`config.mk`:
```
export PLATFORM = sky130hd
export DESIGN_NAME = dhcp_rx_top
export DESIGN_NICKNAME = d
export VERILOG_FILES = /design/src/common/udp_rx_pkg.sv /design/src/common/dhcp_rx_pkg.sv /design/src/dhcp_rx/dhcp_opt_parser.sv /design/src/hw/dhcp_rx_top.sv /design/src/hw/rx_byte_fifo.sv /design/src/hw/udp_port_filter.sv
export SDC_FILE = /design/constraint.sdc
export NUM_CORES = 1
export LEC_CHECK = 0
export ABC_AREA = 1
export BUFFER_PORTS_ARGS = -buffer_cell sky130_fd_sc_hd__buf_2
export CAP_MARGIN = 30
export CELL_PAD_IN_SITES_DETAIL_PLACEMENT = 1
export CELL_PAD_IN_SITES_GLOBAL_PLACEMENT = 1
export CORE_MARGIN = 1
export CORE_UTILIZATION = 25
export CTS_CLUSTER_SIZE = 8
export DETAILED_ROUTE_END_ITERATION = 6
export GPL_TIMING_DRIVEN = 0
export PLACE_DENSITY = 0.46
export SYNTH_ARGS = -nofsm -noshare
export SYNTH_HDL_FRONTEND = slang
export SYNTH_SLANG_ARGS = --single-unit
```
`constraint.sdc`:
```
create_clock -name clk -period 5.1 [get_ports clk]
set_clock_uncertainty 0.1 [all_clocks]
set_input_delay 0 -clock clk [delete_from_list [all_inputs] [get_ports clk]]
set_output_delay 0 -clock clk [all_outputs]
set_load 0.01 [all_outputs]
```
`src/common/udp_rx_pkg.sv`:
```
package udp_rx_pkg;

  // one byte of the udp payload stream
  typedef logic [7:0] byte_t;

  // udp port number as seen in the udp header
  typedef logic [15:0] port_t;

  // byte fifo between the port filter and the option parser
  // depth must be a power of two, 4 or more
  localparam int FIFO_DEPTH = 16;
  localparam int FIFO_AW    = $clog2(FIFO_DEPTH);

  // fifo entry holds the byte plus its sof and eof flags
  localparam int FIFO_EW = $bits(byte_t) + 2;

  typedef logic [FIFO_EW-1:0] fifo_ent_t;

  // pointers carry one extra wrap bit
  typedef logic [FIFO_AW:0] fifo_ptr_t;

endpackage : udp_rx_pkg

```
`src/common/dhcp_rx_pkg.sv`:
```
package dhcp_rx_pkg;

  // server to client direction only
  localparam udp_rx_pkg::port_t DHCP_SRV_PORT = 16'd67;
  localparam udp_rx_pkg::port_t DHCP_CLI_PORT = 16'd68;

  // fixed bootp header, magic cookie included
  localparam int DHCP_HDR_LEN = 240;
  localparam int XID_OFS      = 4;
  localparam int YIADDR_OFS   = 16;

  localparam logic [31:0] MAGIC_COOKIE = 32'h63825363;

  // option codes the parser knows about
  localparam logic [7:0] OPT_PAD        = 8'd0;
  localparam logic [7:0] OPT_NET_MASK   = 8'd1;
  localparam logic [7:0] OPT_ROUTER     = 8'd3;
  localparam logic [7:0] OPT_DNS        = 8'd6;
  localparam logic [7:0] OPT_LEASE_TIME = 8'd51;
  localparam logic [7:0] OPT_MSG_TYPE   = 8'd53;
  localparam logic [7:0] OPT_SRV_ID     = 8'd54;
  localparam logic [7:0] OPT_END        = 8'd255;

  typedef logic [31:0] ipv4_t;
  typedef logic [31:0] xid_t;
  typedef logic [31:0] lease_t;
  typedef logic [7:0]  msg_type_t;

  // byte index inside the bootp header
  typedef logic [$clog2(DHCP_HDR_LEN)-1:0] hdr_idx_t;

  // presence bitmap, bit 0 is msg type and bit 5 is lease
  typedef logic [5:0] opt_pres_t;

  localparam int PRES_MSG_TYPE = 0;
  localparam int PRES_MASK     = 1;
  localparam int PRES_ROUTER   = 2;
  localparam int PRES_DNS      = 3;
  localparam int PRES_SRV_ID   = 4;
  localparam int PRES_LEASE    = 5;

  typedef enum logic [2:0] {
    PS_HDR,
    PS_KIND,
    PS_LEN,
    PS_DATA,
    PS_HOLD,
    PS_SKIP
  } parse_state_t;

endpackage : dhcp_rx_pkg

```
`src/dhcp_rx/dhcp_opt_parser.sv`:
```
`timescale 1ns/1ps

module dhcp_opt_parser (
  input  logic                    clk,
  input  logic                    fsm_rst,
  input  udp_rx_pkg::byte_t       rd_dat,
  input  logic                    rd_sof,
  input  logic                    rd_eof,
  input  logic                    rd_val,
  output logic                    rd_en,
  input  logic                    res_rdy,
  output logic                    res_val,
  output logic                    res_err,
  output dhcp_rx_pkg::msg_type_t  res_msg_type,
  output dhcp_rx_pkg::xid_t       res_xid,
  output dhcp_rx_pkg::ipv4_t      res_yiaddr,
  output dhcp_rx_pkg::ipv4_t      res_mask,
  output dhcp_rx_pkg::ipv4_t      res_router,
  output dhcp_rx_pkg::ipv4_t      res_dns,
  output dhcp_rx_pkg::ipv4_t      res_srv_id,
  output dhcp_rx_pkg::lease_t     res_lease,
  output dhcp_rx_pkg::opt_pres_t  res_pres
);

  import udp_rx_pkg::*;
  import dhcp_rx_pkg::*;

  parse_state_t state;

  hdr_idx_t  hdr_cnt;
  hdr_idx_t  hdr_idx;
  byte_t     opt_len;
  byte_t     opt_cnt;
  byte_t     last_idx;
  opt_pres_t opt_sel;

  logic [31:0] win;
  logic [31:0] opt_word;

  logic take;
  logic hdr_live;
  logic frame_cut;

  // one-hot presence bit for an option code, zero when unknown
  function automatic opt_pres_t opt_mask(input byte_t code);
    opt_pres_t m;
    m = '0;
    case (code)
      OPT_MSG_TYPE:   m[PRES_MSG_TYPE] = 1'b1;
      OPT_NET_MASK:   m[PRES_MASK]     = 1'b1;
      OPT_ROUTER:     m[PRES_ROUTER]   = 1'b1;
      OPT_DNS:        m[PRES_DNS]      = 1'b1;
      OPT_SRV_ID:     m[PRES_SRV_ID]   = 1'b1;
      OPT_LEASE_TIME: m[PRES_LEASE]    = 1'b1;
      default: ;
    endcase
    return m;
  endfunction

  assign rd_en = rd_val && (state != PS_HOLD);
  assign take  = rd_en;

  assign opt_word = {win[23:0], rd_dat};

  // bytes before the first sof are dropped
  assign hdr_live = rd_sof || (hdr_cnt != '0);
  assign hdr_idx  = rd_sof ? '0 : hdr_cnt;

  // only the first four data bytes of an option are kept
  assign last_idx = (opt_len > 8'd4) ? 8'd3 : opt_len - 8'd1;

  // eof anywhere before END closes the frame with an error
  assign frame_cut = take && rd_eof &&
                     (((state == PS_HDR) && hdr_live) ||
                      ((state == PS_KIND) && (rd_dat != OPT_END)) ||
                      (state == PS_LEN) || (state == PS_DATA));

  always_ff @ (posedge clk) begin
    if (fsm_rst) begin
      state   <= PS_HDR;
      hdr_cnt <= '0;
      res_val <= 1'b0;
    end
    else begin
      if (res_val && res_rdy) begin
        res_val <= 1'b0;
      end

      case (state)
        PS_HDR: begin
          if (take && hdr_live) begin
            win <= opt_word;
            if (rd_sof) begin
              res_err      <= 1'b0;
              res_pres     <= '0;
              res_msg_type <= '0;
              res_xid      <= '0;
              res_yiaddr   <= '0;
              res_mask     <= '0;
              res_router   <= '0;
              res_dns      <= '0;
              res_srv_id   <= '0;
              res_lease    <= '0;
            end
            if (hdr_idx == XID_OFS + 3) begin
              res_xid <= opt_word;
            end
            if (hdr_idx == YIADDR_OFS + 3) begin
              res_yiaddr <= opt_word;
            end
            if (hdr_idx == DHCP_HDR_LEN - 1) begin
              // a bad cookie is reported but the options are still walked
              if (opt_word != MAGIC_COOKIE) begin
                res_err <= 1'b1;
              end
              hdr_cnt <= '0;
              state   <= PS_KIND;
            end
            else begin
              hdr_cnt <= hdr_idx + 1'b1;
            end
          end
        end

        PS_KIND: begin
          if (take) begin
            if (rd_dat == OPT_END) begin
              res_val <= 1'b1;
              state   <= rd_eof ? PS_HOLD : PS_SKIP;
            end
            else if (rd_dat != OPT_PAD) begin
              opt_sel  <= opt_mask(rd_dat);
              res_pres <= res_pres | opt_mask(rd_dat);
              state    <= PS_LEN;
            end
          end
        end

        PS_LEN: begin
          if (take) begin
            opt_len <= rd_dat;
            opt_cnt <= '0;
            win     <= '0;
            state   <= (rd_dat == 8'd0) ? PS_KIND : PS_DATA;
          end
        end

        PS_DATA: begin
          if (take) begin
            if (opt_cnt < 8'd4) begin
              win <= opt_word;
            end
            if (opt_cnt == last_idx) begin
              if (opt_sel[PRES_MSG_TYPE]) res_msg_type <= opt_word[7:0];
              if (opt_sel[PRES_MASK])     res_mask     <= opt_word;
              if (opt_sel[PRES_ROUTER])   res_router   <= opt_word;
              if (opt_sel[PRES_DNS])      res_dns      <= opt_word;
              if (opt_sel[PRES_SRV_ID])   res_srv_id   <= opt_word;
              if (opt_sel[PRES_LEASE])    res_lease    <= opt_word;
            end
            opt_cnt <= opt_cnt + 8'd1;
            if (opt_cnt == opt_len - 8'd1) begin
              state <= PS_KIND;
            end
          end
        end

        // drain whatever follows END, the result is already out
        PS_SKIP: begin
          if (take && rd_eof) begin
            state <= (res_val && !res_rdy) ? PS_HOLD : PS_HDR;
          end
        end

        PS_HOLD: begin
          if (res_rdy) begin
            state <= PS_HDR;
          end
        end

        default: state <= PS_HDR;
      endcase

      if (frame_cut) begin
        res_val <= 1'b1;
        res_err <= 1'b1;
        hdr_cnt <= '0;
        state   <= PS_HOLD;
      end
    end
  end

endmodule : dhcp_opt_parser

```
`src/hw/dhcp_rx_top.sv`:
```
`timescale 1ns/1ps

module dhcp_rx_top (
  input  logic                    clk,
  input  logic                    fsm_rst,
  input  udp_rx_pkg::byte_t       in_dat,
  input  logic                    in_val,
  input  logic                    in_sof,
  input  logic                    in_eof,
  input  udp_rx_pkg::port_t       src_port,
  input  udp_rx_pkg::port_t       dst_port,
  output logic                    in_rdy,
  input  logic                    res_rdy,
  output logic                    res_val,
  output logic                    res_err,
  output dhcp_rx_pkg::msg_type_t  res_msg_type,
  output dhcp_rx_pkg::xid_t       res_xid,
  output dhcp_rx_pkg::ipv4_t      res_yiaddr,
  output dhcp_rx_pkg::ipv4_t      res_mask,
  output dhcp_rx_pkg::ipv4_t      res_router,
  output dhcp_rx_pkg::ipv4_t      res_dns,
  output dhcp_rx_pkg::ipv4_t      res_srv_id,
  output dhcp_rx_pkg::lease_t     res_lease,
  output dhcp_rx_pkg::opt_pres_t  res_pres
);

  import udp_rx_pkg::*;

  // filter to fifo
  byte_t wr_dat;
  logic  wr_sof;
  logic  wr_eof;
  logic  wr_en;
  logic  full;

  // fifo to parser
  byte_t rd_dat;
  logic  rd_sof;
  logic  rd_eof;
  logic  rd_val;
  logic  rd_en;

  udp_port_filter i_udp_port_filter (
    .clk      (clk),
    .fsm_rst  (fsm_rst),
    .in_dat   (in_dat),
    .in_val   (in_val),
    .in_sof   (in_sof),
    .in_eof   (in_eof),
    .src_port (src_port),
    .dst_port (dst_port),
    .in_rdy   (in_rdy),
    .wr_dat   (wr_dat),
    .wr_sof   (wr_sof),
    .wr_eof   (wr_eof),
    .wr_en    (wr_en),
    .full     (full)
  );

  rx_byte_fifo i_rx_byte_fifo (
    .clk     (clk),
    .fsm_rst (fsm_rst),
    .wr_dat  (wr_dat),
    .wr_sof  (wr_sof),
    .wr_eof  (wr_eof),
    .wr_en   (wr_en),
    .full    (full),
    .rd_dat  (rd_dat),
    .rd_sof  (rd_sof),
    .rd_eof  (rd_eof),
    .rd_val  (rd_val),
    .rd_en   (rd_en)
  );

  dhcp_opt_parser i_dhcp_opt_parser (
    .clk          (clk),
    .fsm_rst      (fsm_rst),
    .rd_dat       (rd_dat),
    .rd_sof       (rd_sof),
    .rd_eof       (rd_eof),
    .rd_val       (rd_val),
    .rd_en        (rd_en),
    .res_rdy      (res_rdy),
    .res_val      (res_val),
    .res_err      (res_err),
    .res_msg_type (res_msg_type),
    .res_xid      (res_xid),
    .res_yiaddr   (res_yiaddr),
    .res_mask     (res_mask),
    .res_router   (res_router),
    .res_dns      (res_dns),
    .res_srv_id   (res_srv_id),
    .res_lease    (res_lease),
    .res_pres     (res_pres)
  );

endmodule : dhcp_rx_top

```
`src/hw/rx_byte_fifo.sv`:
```
`timescale 1ns/1ps

module rx_byte_fifo (
  input  logic               clk,
  input  logic               fsm_rst,
  input  udp_rx_pkg::byte_t  wr_dat,
  input  logic               wr_sof,
  input  logic               wr_eof,
  input  logic               wr_en,
  output logic               full,
  output udp_rx_pkg::byte_t  rd_dat,
  output logic               rd_sof,
  output logic               rd_eof,
  output logic               rd_val,
  input  logic               rd_en
);

  import udp_rx_pkg::*;

  fifo_ent_t mem [FIFO_DEPTH];

  fifo_ptr_t wr_ptr;
  fifo_ptr_t rd_ptr;
  fifo_ptr_t fill;

  logic empty;
  logic pop;

  assign fill  = wr_ptr - rd_ptr;
  assign empty = (wr_ptr == rd_ptr);

  // raised one entry early, the filter may still have a write in flight
  assign full = (fill >= FIFO_DEPTH - 1);

  assign pop = rd_en && !empty;

  always_ff @ (posedge clk) begin
    if (fsm_rst) begin
      wr_ptr <= '0;
      rd_ptr <= '0;
    end
    else begin
      if (wr_en) begin
        wr_ptr <= wr_ptr + 1'b1;
      end
      if (pop) begin
        rd_ptr <= rd_ptr + 1'b1;
      end
    end
  end

  always_ff @ (posedge clk) begin
    if (wr_en) begin
      mem[wr_ptr[FIFO_AW-1:0]] <= {wr_sof, wr_eof, wr_dat};
    end
  end

  // first word falls through, head entry is always on the read port
  assign {rd_sof, rd_eof, rd_dat} = mem[rd_ptr[FIFO_AW-1:0]];
  assign rd_val = !empty;

endmodule : rx_byte_fifo

```
`src/hw/udp_port_filter.sv`:
```
`timescale 1ns/1ps

module udp_port_filter (
  input  logic               clk,
  input  logic               fsm_rst,
  input  udp_rx_pkg::byte_t  in_dat,
  input  logic               in_val,
  input  logic               in_sof,
  input  logic               in_eof,
  input  udp_rx_pkg::port_t  src_port,
  input  udp_rx_pkg::port_t  dst_port,
  output logic               in_rdy,
  output udp_rx_pkg::byte_t  wr_dat,
  output logic               wr_sof,
  output logic               wr_eof,
  output logic               wr_en,
  input  logic               full
);

  import dhcp_rx_pkg::*;

  logic beat;
  logic port_hit;
  logic pass_q;
  logic pass_now;

  // the fifo keeps one slot spare for the byte still in the output register
  assign in_rdy = !full;
  assign beat   = in_val && in_rdy;

  // ports are only meaningful on the sof beat
  assign port_hit = (src_port == DHCP_SRV_PORT) && (dst_port == DHCP_CLI_PORT);
  assign pass_now = in_sof ? port_hit : pass_q;

  always_ff @ (posedge clk) begin
    if (fsm_rst) begin
      pass_q <= 1'b0;
      wr_en  <= 1'b0;
    end
    else begin
      wr_en <= beat && pass_now;
      if (beat) begin
        if (in_eof) begin
          pass_q <= 1'b0;
        end
        else if (in_sof) begin
          pass_q <= port_hit;
        end
      end
    end
  end

  // rejected frames still advance the stream, they just never reach the fifo
  always_ff @ (posedge clk) begin
    if (beat) begin
      wr_dat <= in_dat;
      wr_sof <= in_sof;
      wr_eof <= in_eof;
    end
  end

endmodule : udp_port_filter
```
### Yosys cells after proc, flatten, opt, wreduce, memory -nomap -nowiden

Memories as Yosys holds them, arrays and structs flattened. A register that Yosys moved wholly into a read port is not among the register bits.
Index checks and enable logic that the tools add are counted.

| operators by class | value |
|---|---|
| add/subtract/negate cells | 6 |
| $mul | 0 |
| divide/modulo/power cells | 0 |
| $lt $le $gt $ge | 3 |
| equality and inequality tests | 52 |
| shift-type cells | 0 |
| muxes and demuxes | 114 |
| bitwise gates (word level) | 3 |
| reduce and logical (&&, ||, !) cells | 49 |

Operators by type and width:

| cell | count |
|---|---|
| 32-bit 2-to-1 mux | 19 |
| 32-bit one-hot mux with 2 select lines | 5 |
| 24-bit 2-to-1 mux | 4 |
| 8-bit 2-to-1 mux | 10 |
| 24-bit one-hot mux with 3 select lines | 1 |
| 1-bit 2-to-1 mux | 51 |
| 7-bit AND reduction | 7 |
| 3-bit 2-to-1 mux | 12 |
| 16-bit by 7-bit equality test with 1-bit output, second input constant | 2 |
| 32-bit by 31-bit != test with 1-bit output, second input constant | 1 |
| 8-bit one-hot mux with 2 select lines | 2 |
| 6-bit 2-to-1 mux | 5 |
| 8-bit by 6-bit equality test with 1-bit output, second input constant | 3 |
| 2-bit by 1-bit != test with 1-bit output, second input constant | 11 |
| 3-bit one-hot mux with 6 select lines | 1 |
| 9-bit AND reduction | 2 |
| 8-bit by 1-bit adder with 8-bit output, second input constant | 2 |
| 8-bit by 3-bit equality test with 1-bit output, second input constant | 2 |
| 8-bit equality test | 2 |
| 8-bit equality test, second input constant | 2 |
| 2-bit != test, second input constant | 8 |
| 8-bit nonzero test | 2 |
| 2-bit nonzero test | 7 |
| 1-bit logical AND | 12 |
| other kinds (34) | 54 |

| storage, ports and cells | value |
|---|---|
| bits in registers | 319 |
| latch bits | 0 |
| RAM bits | 160 |
| ROM bits | 0 |
| input port bits | 46 |
| output and inout bits | 241 |
| word-level logic and storage cells | 253 |
| memories | 1 |

Memories:

| memory | words | width | read ports | clocked after Yosys merged registers in | write ports | RTL line | source |
|---|---|---|---|---|---|---|---|
| i_rx_byte_fifo.mem | 16 | 10 | 1 | 1 | 1 | rx_byte_fifo.sv:20 | `fifo_ent_t mem [FIFO_DEPTH];` |

### Depth between registers and ports, before layout

| logic depth | value |
|---|---|
| depth after elaboration | 12 |
| gate-level depth with buffers | 20 |
| gate-level depth less buffers | 19 |

### Cells and area by module

Synthesis repeated with hierarchy kept, for this count alone.

| unflattened totals | value |
|---|---|
| cells, all modules | 1659 |
| area total of the unflattened synthesis | 19433.6 um2 |

By module, submodules not included:

| module | times used | cells an instance | area each (um2) |
|---|---|---|---|
| dhcp_opt_parser | 1 | 810 | 11100.6 |
| rx_byte_fifo | 1 | 772 | 7736.2 |
| udp_port_filter | 1 | 77 | 596.8 |

### Least setup slack after synthesis

No wires, ideal clock.

| timing | value |
|---|---|
| path type | register to register |
| from | reg i_rx_byte_fifo.rd_ptr[2] |
| to | reg i_dhcp_opt_parser.win[0], enable pin |
| setup time | 0.466 ns |
| arrival | 3.719 ns |
| path slack | 0.815 ns |
| cell stages (with the launch flop) | 12 |
| buffers on the path | 0 |
| period minus slack after synthesis | 4.285 ns |
| path through | dfxtp_1 > inv_1 > ha_1 > nand2_1 > nor2_1 > nand2_1 > inv_1 > nor2_1 > nand2_1 > nand2_1 > nand2_1 > nor4_1 |

| between the ends | value |
|---|---|
| word-level cells in the longest chain between the ends | 6 |
| elaborated cells between the ends (all ways) | 8 |
| classes of those cells | eq/ne: 4; reduce/logical: 4 |

Ends and longest elaborated chain:

| element | RTL line | source |
|---|---|---|
| from (decl) | rx_byte_fifo.sv:23 | `fifo_ptr_t rd_ptr;` |
| from (signal assigned) | rx_byte_fifo.sv:47 | `rd_ptr <= rd_ptr + 1'b1;` |
| 5-bit equality test * | rx_byte_fifo.sv:30 | `assign empty = (wr_ptr == rd_ptr);` |
| 1-bit logical NOT * | rx_byte_fifo.sv:60 | `assign rd_val = !empty;` |
| 1-bit logical AND * | dhcp_opt_parser.sv:60 | `assign rd_en = rd_val && (state != PS_HOLD);` |
| 1-bit logical AND | dhcp_opt_parser.sv:91 | `if (take && hdr_live) begin` |
| 2-bit != test (no source line) | - |  |
| 6-bit AND reduction (no source line) * | - |  |
| to (signal assigned) | dhcp_opt_parser.sv:92 | `win <= opt_word;` |
| to (signal assigned) | dhcp_opt_parser.sv:151 | `win <= opt_word;` |
| to (decl) | dhcp_opt_parser.sv:37 | `logic [31:0] win;` |

Every way passes the cells marked *; elsewhere a longest branch is shown, timed or not.
A chain may end at the register's enable or synchronous reset.

### Worst setup path in the final report

| timing | value |
|---|---|
| from | reg i_rx_byte_fifo.wr_ptr[0] |
| to | reg i_udp_port_filter.pass_q |

| between the ends | value |
|---|---|
| word-level cells in the longest chain between the ends | 4 |

Ends and longest elaborated chain:

| element | RTL line | source |
|---|---|---|
| from (decl) | rx_byte_fifo.sv:22 | `fifo_ptr_t wr_ptr;` |
| from (signal assigned) | rx_byte_fifo.sv:44 | `wr_ptr <= wr_ptr + 1'b1;` |
| 5-bit subtractor | rx_byte_fifo.sv:29 | `assign fill = wr_ptr - rd_ptr;` |
| 5-bit by 4-bit >= comparator with 1-bit output | rx_byte_fifo.sv:33 | `assign full = (fill >= FIFO_DEPTH - 1);` |
| 1-bit logical NOT | udp_port_filter.sv:28 | `assign in_rdy = !full;` |
| 1-bit logical AND | udp_port_filter.sv:29 | `assign beat = in_val && in_rdy;` |
| via i_udp_port_filter.beat | udp_port_filter.sv:22 | `logic beat;` |
| to (signal assigned) | udp_port_filter.sv:47 | `pass_q <= port_hit;` |
| to (decl) | udp_port_filter.sv:24 | `logic pass_q;` |

The timed path passes the listed nets, and every way through them passes these cells.

==> run summary <==
Max cap viols: 0
Synth Flop Type: edfxtp_1
Slew headroom: 39.3%
DP HPWL: 43,200 um
Clock-pin slew on the worst setup and hold paths: 0.05 ns
Postcts setup bufs: 0
Placed Area: 22,200 um2
Pleak: 9.64 nW
Area of the core: 74,900 um2
Combinational fraction of design power: 24.2%
Post-layout minimum cycle time: 3.87 ns
Total GRT Usage: 15.6%
Layout cells sized above 1: 24.6%
Ports: 287
Drt wl/cell: 20.4 um
Cts repair resizes: 0
Antenna cell count: 0
CTS root buffer: clkbuf_16
Die Ht: 278 um
Vias in the first global route: 13,400
1st-iter DRT viols: 587
Register area: 14,200 um2
Initial antenna violation count: 0
Fillers: 8,145
Switch Pwr: 0.00429 W
Hold Path Class: in -> reg
Overall power: 0.0130 W
CP Data Required Time: 5.53 ns
Sequential-to-total area share from yosys stat: 74.6%
Num Clock Sinks: 483
Area Growth Syn to Fin: 28.7%
Post-route cell area: 24,500 um2
Grt ovf: 0
Sequential power share: 42.2%
Pwr Density: 529 nW/um2
Asr flop ratio synth: 0%
Starting Density: 25.4%
Crit Path Category: reg -> reg
Arrival @ worst endpoint: 4.29 ns
Unrepaired setup endpoints after global routing: false
Mapped Cells: 1,527
Slew Viols, Final: 0
CP max stage delay: 0.55 ns
First drt pass iteration count: 5
CP dominant cell by count: nand2_1
First-pass GRT wire length: 89,300 um
Post-synth EDFFs: 455
GPL Wtd Cong: 0.762
Vias: 12,800
PnR worst setup slack: 1.23 ns
Number of port buffers: 286
Final setup fails: 0
Syn Area/Cell: 12.5 um2
Maximum clock path buffer count: 3
Crit path launch type: flop
Cell Area, Synth: 19,100 um2
Fmax: 259 MHz
Vias/cell: 4.35
Peak supply drop: 0.258 mV
Antenna Nets Post-Route: 0
Syn_nets: 1,586
Slowest-stage cell, CP: dlygate4sd3_1
Pin slew with the least headroom to its limit: 0.910 ns
Row cnt: 100
CTS tree: done
Final Hold Viols: 0
Number of remaining DRC errors: 0
Max H-tree Level: 3
Crit path cell chain: inv_1 -> ha_1 -> inv_1 -> fa_1 -> nand2_1 -> nand2_1 -> a21oi_1 -> xor2_1 -> nand2_1 -> nor2_1 -> o211ai_1 -> o21a_1 -> dlygate4sd3_1 -> nor2_1 -> dlygate4sd3_1
Switching share of power: 33.1%
Post-place setup slack: 1.33 ns
Internal power consumption: 0.00869 W
Total Die Area: 77,400 um2
Clk_lat worst skew: 0.62 ns
Final period util: 75.8%
Area of the multi-input gates: 3990 um2
Largest net degree at the start of global routing: 28
Status: complete, no violations
CP endpoint kind: flop
Num CTS Buffers: 71
Clock Power Share: 33.6%
Die Width: 278 um
Final WL: 60,200 um
Yosys reg bits: 483
Nets: 2,002
Distinct cell type count after synthesis: 43
Yosys warns: 0
Crit Path Max Fanout: 5
what timing repair did:
item                                    4_1_cts  5_1_grt
hold endpoints to repair                     34        0
hold buffers                                 29        0
endpoints found under the setup margin        0        0
layout make-up:
| type | instances | area share [%] |
|---|---|---|
| clock buffers | 98 | 7.65 |
| plain buffers | 46 | 1.32 |
| flip-flops and latches | 483 | 57.9 |
| well taps | 969 | 4.94 |
| repair buffers | 343 | 8.57 |
| multi-input cells | 826 | 16.3 |
| inverters | 172 | 2.63 |
| clock inverters | 9 | 0.688 |
registers in the layout, summed over array words and instances (netlist names), 32 cells and up, named ones only:
name                          count
i_dhcp_opt_parser.res_dns        32
i_dhcp_opt_parser.res_lease      32
i_dhcp_opt_parser.res_mask       32
i_dhcp_opt_parser.res_router     32
i_dhcp_opt_parser.res_srv_id     32
i_dhcp_opt_parser.res_xid        32
i_dhcp_opt_parser.res_yiaddr     32
i_rx_byte_fifo.mem              160
placed cells by master, fill, tap and decap left out, types with 3 or more instances in the layout:
cell and count:
nor3_1 12, buf_12 6, inv_2 6, a21oi_4 7, nor2_2 19, nor2_1 236
clkinv_16 3, edfxtp_1 455, buf_6 22, buf_8 9, nand2_4 3, nand2_2 12
nor4_1 13, a21oi_1 30, dlygate4sd3_1 29, clkinv_1 5, buf_4 6, xnor2_1 3
nand3_2 3, clkbuf_16 71, o21a_1 3, nand3_1 97, nor3_2 3, ha_1 12
inv_1 162, o21ai_0 25, clkbuf_1 42, o21ai_1 16, buf_2 301, dfxtp_1 28
nand2_1 276, xor2_1 10, o211ai_1 9, nand4_1 17
power by group through the flow:
stage               combinational, W  clock, W  sequential [W]
floorplan                    0.00144         0         0.00571
global placement             0.00301         0         0.00563
detailed placement           0.00320         0         0.00558
CTS                          0.00323   0.00449         0.00550
global route                 0.00347   0.00465         0.00556
finish                       0.00314   0.00436         0.00548
kinds of logic (layout without fill, tap and decap cells):
kind of cell,Yosys count,count (layout),share of synthesized area (%)
and+or+nand+nor,703,703,15.9
DFF,483,483,74.6
buffers and inverters,218,668,5.09
AOI/OAI and AO/OA,96,96,2.80
xor gates and xnor gates,14,14,0.715
adders and majority gates,13,13,0.892
layer usage:
layer	routed length [um]	global-route usage [%]	vias to the layer above
li1	-	-	6046
met1	27000	20.1	6372
met2	29300	26.4	303
met3	2470	3.09	99
met4	1410	4.56	0
met5	0	0	-
worst max-delay path: cells and delay by family, from the launching register on:
family                     cells  cell delay [ns]
buffers and inverters          4             1.28
AOI/OAI and AO/OA              3             0.58
xor gates and xnor gates       1             0.16
DFF                            1             0.34
and+or+nand+nor                5             0.80
adders and majority gates      2             0.54
through the flow:
stage                     hold WS, ns  cells  TNS, ns  util, %
after floorplan              -0.00113   1527        0        -
after global placement         0.0797   2782  -206.03     29.0
after detailed placement       0.0783   2810        0     29.6
after CTS                     0.00677   2946        0     32.8
after global routing           0.0360   2946        0     32.8
final                          0.0370   2946        0     32.8
worst paths after layout:
| check | from | endpoint | slack, ns | cells after the start |
|---|---|---|---|---|
| worst max-delay path | i_rx_byte_fifo.wr_ptr[0] | i_udp_port_filter.pass_q | 1.23 | 15 |
| worst min-delay path | in_eof | i_udp_port_filter.wr_eof | 0.04 | 2 |
| worst max register to register | i_rx_byte_fifo.wr_ptr[0] | i_udp_port_filter.pass_q | 1.23 | 15 |
| worst min register to register | i_dhcp_opt_parser.hdr_cnt[1] | i_dhcp_opt_parser.hdr_cnt[1] | 0.37 | 2 |
Yosys cell counts (all sizes together) (10+ instances only):
cell | number | area (um2)
nand3 | 102 | 551
nor4 | 14 | 87.6
dfxtp | 28 | 561
ha | 12 | 150
nor2 | 256 | 986
clkbuf | 15 | 56.3
inv | 168 | 631
a21oi | 37 | 185
xor2 | 10 | 87.6
o21ai | 41 | 205
nand4 | 18 | 119
buf | 31 | 268
nand2 | 291 | 1140
nor3 | 16 | 106
edfxtp | 455 | 13700
(Power assumes the default switching activity.)
